[src/source/icache_pkg.sv]
package icache_pkg;

    // address and cache geometry.
    localparam int addr_w         = 32;
    localparam int data_w         = 32;
    localparam int index_w        = 4;
    localparam int offset_w       = 2;
    localparam int tag_w          = addr_w - index_w - offset_w - 2;
    localparam int num_lines      = 1 << index_w;
    localparam int words_per_line = 1 << offset_w;

    // byte address split, msb first.
    typedef struct packed {
        logic [tag_w-1:0]    tag;
        logic [index_w-1:0]  index;
        logic [offset_w-1:0] offset;
        logic [1:0]          byte_sel;
    } addr_fields_t;

    typedef struct packed {
        logic             valid;
        logic [tag_w-1:0] tag;
    } tag_entry_t;

    // fetch request from the cpu.
    typedef struct packed {
        logic              valid;
        logic [addr_w-1:0] addr;
    } cpu_req_t;

    typedef struct packed {
        logic              valid;
        logic [data_w-1:0] data;
    } cpu_resp_t;

    // single word read toward memory, address is word aligned.
    typedef struct packed {
        logic              valid;
        logic [addr_w-1:0] addr;
    } mem_req_t;

endpackage

[src/source/icache_ram.sv]
`timescale 1ns/10ps

module icache_ram #(
    parameter type entry_t = logic,
    parameter int  depth   = 16
) (
    input  logic                     clk,
    input  logic [$clog2(depth)-1:0] addr,
    input  logic                     we,
    input  entry_t                   wdata,
    output entry_t                   rdata
);

    // storage array, contents come from the controller's sweep or a refill.
    entry_t mem [depth];

    // write takes effect at the edge.
    always_ff @(posedge clk)
    begin
        if (we)
        begin
            mem[addr] <= wdata;
        end
    end

    // registered read, old contents on a same-address write.
    always_ff @(posedge clk)
    begin
        rdata <= mem[addr];
    end

endmodule

[src/source/icache_ctrl.sv]
`timescale 1ns/10ps

module icache_ctrl (
    input  logic                                                 clk,
    input  logic                                                 rst,
    input  logic                                                 flush,
    input  icache_pkg::cpu_req_t                                 cpu_req,
    output logic                                                 cpu_req_ready,
    output icache_pkg::cpu_resp_t                                cpu_resp,
    output icache_pkg::mem_req_t                                 mem_req,
    input  logic                                                 mem_req_ready,
    input  logic [icache_pkg::data_w-1:0]                        mem_rdata,
    output logic [icache_pkg::index_w-1:0]                       tag_addr,
    output logic                                                 tag_we,
    output icache_pkg::tag_entry_t                               tag_wdata,
    input  icache_pkg::tag_entry_t                               tag_rdata,
    output logic [icache_pkg::index_w+icache_pkg::offset_w-1:0]  data_addr,
    output logic                                                 data_we,
    output logic [icache_pkg::data_w-1:0]                        data_wdata,
    input  logic [icache_pkg::data_w-1:0]                        data_rdata
);
    import icache_pkg::*;

    typedef enum logic [1:0] {
        st_flush,
        st_lookup,
        st_refill,
        st_replay
    } state_t;

    state_t              state;
    state_t              state_next;
    addr_fields_t        req_in;
    addr_fields_t        req_q;      // address of the pending lookup.
    logic                pending;
    logic                hit;
    logic                accept;
    logic                take_flush;
    logic                mem_fire;
    logic                last_word;
    logic [index_w-1:0]  flush_cnt;
    logic [offset_w-1:0] refill_cnt;

    assign req_in = cpu_req.addr;

    // tag compare on the entry read for the held address.
    assign hit = (state == st_lookup) && pending &&
                 tag_rdata.valid && (tag_rdata.tag == req_q.tag);

    // flush only between requests.
    assign take_flush = (state == st_lookup) && !pending && flush;

    // stays up while the pending lookup hits, so hits stream.
    assign cpu_req_ready = (state == st_lookup) && !take_flush && (!pending || hit);
    assign accept        = cpu_req.valid && cpu_req_ready;

    assign mem_fire  = mem_req.valid && mem_req_ready;
    assign last_word = (refill_cnt == offset_w'(words_per_line - 1));

    assign cpu_resp = cpu_resp_t'{valid: hit, data: data_rdata};

    // one word per read, offsets in order.
    assign mem_req = mem_req_t'{
        valid: (state == st_refill),
        addr:  {req_q.tag, req_q.index, refill_cnt, 2'b00}
    };

    always_comb
    begin
        state_next = state;
        case (state)
            st_flush:
            begin
                if (flush_cnt == index_w'(num_lines - 1))
                begin
                    state_next = st_lookup;
                end
            end
            st_lookup:
            begin
                if (take_flush)
                begin
                    state_next = st_flush;
                end
                else if (pending && !hit)
                begin
                    state_next = st_refill;
                end
            end
            st_refill:
            begin
                if (mem_fire && last_word)
                begin
                    state_next = st_replay;
                end
            end
            st_replay:
            begin
                state_next = st_lookup; // arrays re-read, answer from the new line.
            end
            default:
            begin
                state_next = st_flush;
            end
        endcase
    end

    // array control.
    always_comb
    begin
        tag_addr   = req_q.index;
        tag_we     = 1'b0;
        tag_wdata  = '0;
        data_addr  = {req_q.index, req_q.offset};
        data_we    = 1'b0;
        data_wdata = mem_rdata;
        case (state)
            st_flush:
            begin
                tag_addr = flush_cnt; // clear one valid bit per cycle.
                tag_we   = 1'b1;
            end
            st_lookup:
            begin
                if (accept)
                begin
                    tag_addr  = req_in.index;
                    data_addr = {req_in.index, req_in.offset};
                end
            end
            st_refill:
            begin
                data_addr = {req_q.index, refill_cnt};
                data_we   = mem_fire;
                if (mem_fire && last_word)
                begin
                    // line is complete, mark it valid.
                    tag_we          = 1'b1;
                    tag_wdata.valid = 1'b1;
                    tag_wdata.tag   = req_q.tag;
                end
            end
            default:
            begin
                tag_we  = 1'b0;
                data_we = 1'b0;
            end
        endcase
    end

    always_ff @(posedge clk)
    begin
        if (rst)
        begin
            state      <= st_flush;
            pending    <= 1'b0;
            flush_cnt  <= '0;
            refill_cnt <= '0;
        end
        else
        begin
            state <= state_next;
            if (accept)
            begin
                pending <= 1'b1;
            end
            else if (hit)
            begin
                pending <= 1'b0;
            end
            if (state == st_flush)
            begin
                flush_cnt <= flush_cnt + 1'b1; // wraps to zero at the end.
            end
            if (mem_fire)
            begin
                refill_cnt <= refill_cnt + 1'b1;
            end
        end
    end

    always_ff @(posedge clk)
    begin
        if (accept)
        begin
            req_q <= req_in;
        end
    end

endmodule

[src/source/icache_top.sv]
`timescale 1ns/10ps

module icache_top (
    input  logic                          clk,
    input  logic                          rst,
    input  logic                          flush,
    input  icache_pkg::cpu_req_t          cpu_req,
    output logic                          cpu_req_ready,
    output icache_pkg::cpu_resp_t         cpu_resp,
    output icache_pkg::mem_req_t          mem_req,
    input  logic                          mem_req_ready,
    input  logic [icache_pkg::data_w-1:0] mem_rdata
);
    import icache_pkg::*;

    logic [index_w-1:0]          tag_addr;
    logic                        tag_we;
    tag_entry_t                  tag_wdata;
    tag_entry_t                  tag_rdata;
    logic [index_w+offset_w-1:0] data_addr;
    logic                        data_we;
    logic [data_w-1:0]           data_wdata;
    logic [data_w-1:0]           data_rdata;

    icache_ctrl ctrl (
        .clk           (clk),
        .rst           (rst),
        .flush         (flush),
        .cpu_req       (cpu_req),
        .cpu_req_ready (cpu_req_ready),
        .cpu_resp      (cpu_resp),
        .mem_req       (mem_req),
        .mem_req_ready (mem_req_ready),
        .mem_rdata     (mem_rdata),
        .tag_addr      (tag_addr),
        .tag_we        (tag_we),
        .tag_wdata     (tag_wdata),
        .tag_rdata     (tag_rdata),
        .data_addr     (data_addr),
        .data_we       (data_we),
        .data_wdata    (data_wdata),
        .data_rdata    (data_rdata)
    );

    // one entry per line.
    icache_ram #(
        .entry_t (tag_entry_t),
        .depth   (num_lines)
    ) tag_store (
        .clk   (clk),
        .addr  (tag_addr),
        .we    (tag_we),
        .wdata (tag_wdata),
        .rdata (tag_rdata)
    );

    // one entry per word, indexed by line and offset.
    icache_ram #(
        .entry_t (logic [data_w-1:0]),
        .depth   (num_lines * words_per_line)
    ) data_store (
        .clk   (clk),
        .addr  (data_addr),
        .we    (data_we),
        .wdata (data_wdata),
        .rdata (data_rdata)
    );

endmodule

[config.mk]
export PLATFORM = sky130hd
export DESIGN_NAME = icache_top
export DESIGN_NICKNAME = d
export VERILOG_FILES = /design/src/source/icache_pkg.sv /design/src/source/icache_ram.sv /design/src/source/icache_ctrl.sv /design/src/source/icache_top.sv
export SDC_FILE = /design/constraint.sdc
export NUM_CORES = 2
export LEC_CHECK = 0
export BUFFER_PORTS_ARGS = -buffer_cell sky130_fd_sc_hd__clkbuf_2
export CORE_MARGIN = 10
export CORE_UTILIZATION = 48
export CTS_CLUSTER_SIZE = 14
export DETAILED_ROUTE_END_ITERATION = 12
export MAX_ROUTING_LAYER = met4
export PLACE_DENSITY = 0.61
export RECOVER_POWER = 100
export SETUP_SLACK_MARGIN = 0.3
export SKIP_LAST_GASP = 1
export SLEW_MARGIN = 20
export SYNTH_ARGS = -nofsm -noshare
export SYNTH_HDL_FRONTEND = slang
export SYNTH_SLANG_ARGS = --single-unit
[constraint.sdc]
create_clock -name clk -period 10.6 [get_ports clk]
set_input_delay 1.06 -clock clk [delete_from_list [all_inputs] [get_ports clk]]
set_output_delay 1.06 -clock clk [all_outputs]
set_load 0.1 [all_outputs]
After elaboration in Yosys (flattened, before gate mapping) --
Memories as Yosys holds them, arrays and structs flattened. A register that Yosys moved wholly into a read port is not among the register bits. Cells that the tools add are included.
Storage, ports and cells: bits in registers 39, bits of input ports 69, memory bits (writable) 2448, memories 2, word-level logic and storage cells 58, output and inout port bits 67
Operators by class: reductions and logical operators 18, eq/ne operators 9, add/sub/neg operators 2, multiplexer cells 20
Memories:
- data_store.mem | depth 64, width 32, read ports 1, clocked after Yosys merged registers in 1, wr ports 1, line icache_ram.sv:15 | entry_t mem [depth];
- tag_store.mem | depth 16, width 25, read ports 1, clocked after Yosys merged registers in 1, wr ports 1, line icache_ram.sv:15
Operators with widths (number):
- $mux 25 | 2
- $eq 24x24->1 | 1
- $pmux 6 s2 | 1
- $logic_and 1x1->1 | 11
- $mux 1 | 8
- $mux 2 | 4
- $pmux 2 s4 | 1
- $pmux 4 s2 | 1
- $eq 2x2->1 const B | 3
- $mux 6 | 1
- $add 4x1->4 const B | 1
- $eq 4x4->1 const B | 1
- $mux 4 | 1
- $logic_not 1->1 | 3
- $ne 3x2->1 const B | 1
- $reduce_and 3->1 | 1
- $add 2x1->2 const B | 1
- $eq 2x1->1 const B | 1
- $logic_not 2->1 | 1
- $ne 2x1->1 const B | 1
- $ne 2x2->1 const B | 1
- $pmux 1 s2 | 1
- $reduce_bool 2->1 | 1
- $logic_or 1x1->1 | 1

Longest topological paths before layout --
depth after elaboration 9, mapped depth 18, mapped depth without buffers 13

Cells and area by module --
Synthesis repeated with hierarchy kept, for this count alone.
Second synthesis, totals: cells, all modules 5190, area total of the unflattened synthesis 97327.1 µm²
By module, submodules not included:
- icache_ram at data_store | cells each 4239, times used 1, seq. area each 62139.6 µm², area each 78928.2 µm²
- icache_ram at tag_store | cells each 662, times used 1, seq. area each 12512.0 µm², area each 15582.4 µm²
- icache_ctrl | cells each 289, times used 1, seq. area each 1081.0 µm², area each 2816.5 µm²

Least setup slack after synthesis --
OpenSTA, ideal clock, no wires.
path kind input -> register, start input flush, end memory tag_store.mem[4][0] in the netlist's numbering (enable), path slack 5231 ps, arrival time 4931 ps, library setup time 438 ps, stages on the path 10, path through a21oi_1 nand2_1 nor4_1 o31ai_1 a222oi_1 clkbuf_1 clkbuf_1 nor2b_1 nand2_1 nor3_1
On the way: longest elaborated chain between the ends 7
RTL lines:
- from (decl) | line icache_top.sv:6 | input logic flush,
- $logic_and 1x1->1 | line icache_ctrl.sv:51 | assign take_flush = (state == st_lookup) && !pending && flush;
- $logic_not 1->1 | line icache_ctrl.sv:54 | assign cpu_req_ready = (state == st_lookup) && !take_flush && (!pending || hit);
- $logic_and 1x1->1 (2 in series) | line icache_ctrl.sv:54
- $logic_and 1x1->1 | line icache_ctrl.sv:55 | assign accept = cpu_req.valid && cpu_req_ready;
- $mux 4 | line icache_ctrl.sv:125 | if (accept)
- $pmux 4 s2 | line icache_ctrl.sv:117 | case (state)
- to (decl) | line icache_ram.sv:15
No other way between the ends.

Final worst setup path --
start register ctrl.req_q (netlist bit ctrl.mem_req[29]), end memory data_store.mem[47][3] in the netlist's numbering (enable)
On the way: longest elaborated chain between the ends 7
RTL lines:
- from (decl) | line icache_ctrl.sv:34 | addr_fields_t req_q;
- from (signal assigned) | line icache_ctrl.sv:186 | req_q <= req_in;
- $eq 24x24->1 | line icache_ctrl.sv:48 | tag_rdata.valid && (tag_rdata.tag == req_q.tag);
- $logic_and 1x1->1 | line icache_ctrl.sv:48
- $logic_or 1x1->1 | line icache_ctrl.sv:54
- $logic_and 1x1->1 | line icache_ctrl.sv:54
- $logic_and 1x1->1 | line icache_ctrl.sv:55
- net ctrl.accept | line icache_ctrl.sv:37 | logic accept;
- $mux 6 | line icache_ctrl.sv:125
- $pmux 6 s2 | line icache_ctrl.sv:117
- to (decl) | line icache_ram.sv:15
The timed path passes the listed nets, and every way through them passes these cells.

==> flow_metrics.env <==
export IMPL_status="complete, but fails checks"
export IMPL_violations="capacitance limit, slew limit"
export IMPL_rsz0062_at_grt="no"
export IMPL_max_freq_mhz=118
export IMPL_synthAdderAreaFrac_pct=0.0651
export IMPL_cts_htree_levels=5
export IMPL_dr_pass1_iters=5
export IMPL_antenna_found_initial=11
export IMPL_grtUsageTotal_pct=22.7
export IMPL_vias=47351
export IMPL_worst_slew_pin_slew_ns=3.52
export IMPL_die_area_um2=219000
export IMPL_total_power_w=0.0219
export IMPL_synthDistinctLibCells=52
export IMPL_fin_skew_ns=0.0730
export IMPL_cts_sinks=2544
export IMPL_critPathCaptureType="flop"
export IMPL_root_buffer="clkbuf_16"
export IMPL_hold_class="input pin to flop"
export IMPL_grt_pass1_vias=47239
export IMPL_synth_compound_area_share_pct=4.30
export IMPL_cp_start_kind="flop"
export IMPL_cap_violations=63
export IMPL_post_cts_resized=0
export IMPL_gr_total_overflow=0
export IMPL_p_int_w=0.0170
export IMPL_synthArstFlopShare_pct=0
export IMPL_critPathMostFrequentCell="a31oi_1"
export IMPL_numCtsBuffers=276
export IMPL_slowest_stage="clkbuf_1"
export IMPL_synth_top_family_by_area="multiplexers"
export IMPL_power_leakage_nw=33.4
export IMPL_start_util_pct=48.2
export IMPL_routabilityCongestion=0.794
export IMPL_layout_cells_most_common_list="2478 x edfxtp_1, 512 x mux4_2, 283 x clkbuf_16"
export IMPL_maxSlewHeadroom_pct=-135
export IMPL_syn_cell_area_um2=96200
export IMPL_final_common_cell="edfxtp_1"
export IMPL_p_sw_w=0.00488
export IMPL_switching_share_pct=22.3
export IMPL_finalSetupTns_ns=0
export IMPL_synthSimpleGateAreaFrac_pct=3.15
export IMPL_peakVddDrop_mv=0.170
export IMPL_report_final_slew_viol_count=2749
export IMPL_synth_seq_cells=2544
export IMPL_cts_path_max_buffers=4
export IMPL_wl_per_cell_um=31.6
export IMPL_rows=164
export IMPL_finalHoldViolations=0
export IMPL_dr_first_iter_drc_count=5733
export IMPL_synthXorXnorAreaFrac_pct=0.255
export IMPL_syn2layout_area_growth_pct=12.8
export IMPL_setup_viol=0
export IMPL_finalCriticalPeriod_ns=8.49
export IMPL_core_area_um2=199000
export IMPL_hold_buffers=0
export IMPL_fp_dieW_um=468
export IMPL_syn_inst=4579
export IMPL_critical_path_class="flop to flop"
export IMPL_ys_seq_area_share_pct=78.8
export IMPL_clkTransAtPathRegs_ns=0.06
export IMPL_worst_path_max_fanout=37
export IMPL_grt_pass1_wl_um=347000
export IMPL_period_share_pct=80.1
export IMPL_ys_flop_type="edfxtp_1"
export IMPL_grt_max_degree=206
export IMPL_required_ns=11.14
export IMPL_synthMuxAreaShare_pct=12.0
export IMPL_viasPerCell=6.16
export IMPL_ant_nets=0
export IMPL_worst_skew_pair_late_latency_ns=0.92
export IMPL_power_density_nw_per_um2=202
export IMPL_portBuffers=131
export IMPL_chipHeight_um=468
export IMPL_synth_edff_count=2478
export IMPL_fillers=15164
export IMPL_nets=4902
export IMPL_p_clk_share_pct=41.4
export IMPL_cp_cell_sequence="xor2_1 -> nor4_1 -> nand4_1 -> o31a_1 -> nor2_4 -> clkbuf_1 -> a31oi_1 -> a31oi_1 -> nand3_1 -> nor2_1 -> buf_4"
export IMPL_post_route_cells_drive_above_1_share_pct=21.6
export IMPL_dp_hpwl_um=126000
export IMPL_postCtsSetupBuffers=0
export IMPL_synth_area_per_cell_um2=21.0
export IMPL_yosys_warnings=0
export IMPL_cp_arrival_ns=9.03
export IMPL_cts_tree="done"
export IMPL_totalWireLength_um=243000
export IMPL_drc=0
export IMPL_io_pins=136
export IMPL_power_frac_comb_pct=7.0
export IMPL_seqPwrFrac_pct=51.5
export IMPL_cpPeakStageDelay_ns=1.69
==> worst max-delay path, delay by kind of cell (launching register included) <==
kind,cells,cell delay (ns)
compound gates,3,1.75
xor+xnor,1,0.24
buf+inv,2,2.36
flops,1,0.42
simple gates,5,3.29
==> path summary, 6_finish.rpt <==
path	start	end	slack (ns)	cells after the start
setup / recovery	ctrl.mem_req[29]$_DFFE_PN_	data_store.mem[47][3]$_DFFE_PP_	2.11	11
hold / removal	cpu_req[25]	ctrl.mem_req[25]$_DFFE_PN_	0.32	1
setup reg to reg	ctrl.mem_req[29]$_DFFE_PN_	data_store.mem[47][3]$_DFFE_PP_	2.11	11
hold reg to reg	ctrl.refill_cnt[1]$_SDFFE_PP0P_	ctrl.refill_cnt[1]$_SDFFE_PP0P_	0.52	2
==> cells in the mapped netlist (2+ instances only) <==
| cell | n | area, µm² |
|---|---|---|
| and2_0 | 18 | 113 |
| nand2b_1 | 3 | 18.8 |
| nor3_1 | 11 | 55.1 |
| a211oi_1 | 128 | 961 |
| nor4_1 | 7 | 43.8 |
| a31oi_1 | 52 | 325 |
| clkbuf_1 | 206 | 773 |
| inv_1 | 6 | 22.5 |
| a21boi_0 | 3 | 22.5 |
| a21oi_1 | 57 | 285 |
| edfxtp_1 | 2478 | 74400 |
| o21a_1 | 2 | 15.0 |
| ha_1 | 5 | 62.6 |
| xnor2_1 | 5 | 43.8 |
| or2_2 | 2 | 12.5 |
| a222oi_1 | 2 | 20.0 |
| nand3_1 | 17 | 85.1 |
| a221o_1 | 2 | 20.0 |
| o21ai_0 | 5 | 25.0 |
| buf_1 | 7 | 26.3 |
| xor2_1 | 23 | 201 |
| nand2_1 | 226 | 848 |
| buf_4 | 40 | 300 |
| dfxtp_1 | 66 | 1320 |
| o31ai_1 | 2 | 15.0 |
| a311oi_1 | 50 | 438 |
| mux4_2 | 512 | 11500 |
| buf_2 | 40 | 200 |
| buf_6 | 8 | 90.1 |
| nor2_1 | 90 | 338 |
| and2_1 | 124 | 776 |
| or2_1 | 32 | 200 |
| a22oi_1 | 257 | 1930 |
| o211a_1 | 2 | 20.0 |
| nand4_1 | 69 | 432 |
| and3_1 | 6 | 37.5 |
==> metrics by stage <==
stage | setup slack, ns | util (%) | hold slack [ns] | std cells | cell area, µm²
after floorplan | 5.23 | - | 0.481 | 4580 | 96200
after global placement | 3.99 | 50.4 | 0.503 | 7206 | 101000
after detailed placement | 4.04 | 50.4 | 0.507 | 7206 | 101000
after CTS | 3.98 | 54.6 | 0.254 | 7674 | 109000
after global routing | 1.80 | 54.4 | 0.268 | 7681 | 108000
final | 2.11 | 54.4 | 0.321 | 7683 | 108000
==> metal layers <==
metal	vias to the layer above	part of all wire, %	global-route usage (%)
li1	19609	-	-
met1	25383	41	31.3
met2	1991	48	35.0
met3	368	8.0	4.25
met4	0	2.9	6.28
met5	-	0	-
==> state kept, by name, indices dropped and copies added (netlist names) <==
register	count
data_store.rdata	32
ctrl.pending	1
ctrl.refill_cnt	2
data_store.mem	2048
ctrl.mem_req	28
ctrl.state	2
ctrl.flush_cnt	4
tag_store.mem	400
tag_store.rdata	25
ctrl.req_q	2
==> kinds of logic after synthesis <==
| group | Yosys count |
|---|---|
| xor gates and xnor gates | 28 |
| AOI/OAI and AO/OA | 568 |
| DFF | 2544 |
| buffers and inverters | 307 |
| and+or+nand+nor | 613 |
| other | 1 |
| muxes | 513 |
| adders and majority gates | 5 |
==> final cells by class <==
| cell class | count | area (µm²) | share of cell area (%) |
|---|---|---|---|
| antenna | 9 | 22.5 | 0.0208 |
| clock buffer | 369 | 7620 | 7.03 |
| clock inverter | 99 | 801 | 0.738 |
| inverter | 6 | 22.5 | 0.0208 |
| multi-input combinational | 1729 | 19400 | 17.9 |
| sequential | 2544 | 75700 | 69.8 |
| tap | 2656 | 3320 | 3.06 |
| timing repair buffer | 271 | 1530 | 1.41 |
==> power groups by stage <==
stage / combinational, W / sequential (W) / clock (W)
after detailed placement: 0.00158 / 0.0115 / 0
final: 0.00154 / 0.0113 / 0.00906
after floorplan: 0.000876 / 0.0116 / 0
after global routing: 0.00166 / 0.0113 / 0.00961
after global placement: 0.00156 / 0.0115 / 0
after CTS: 0.00158 / 0.0113 / 0.00921
No activity file was read; power rests on OpenSTA's default activity.
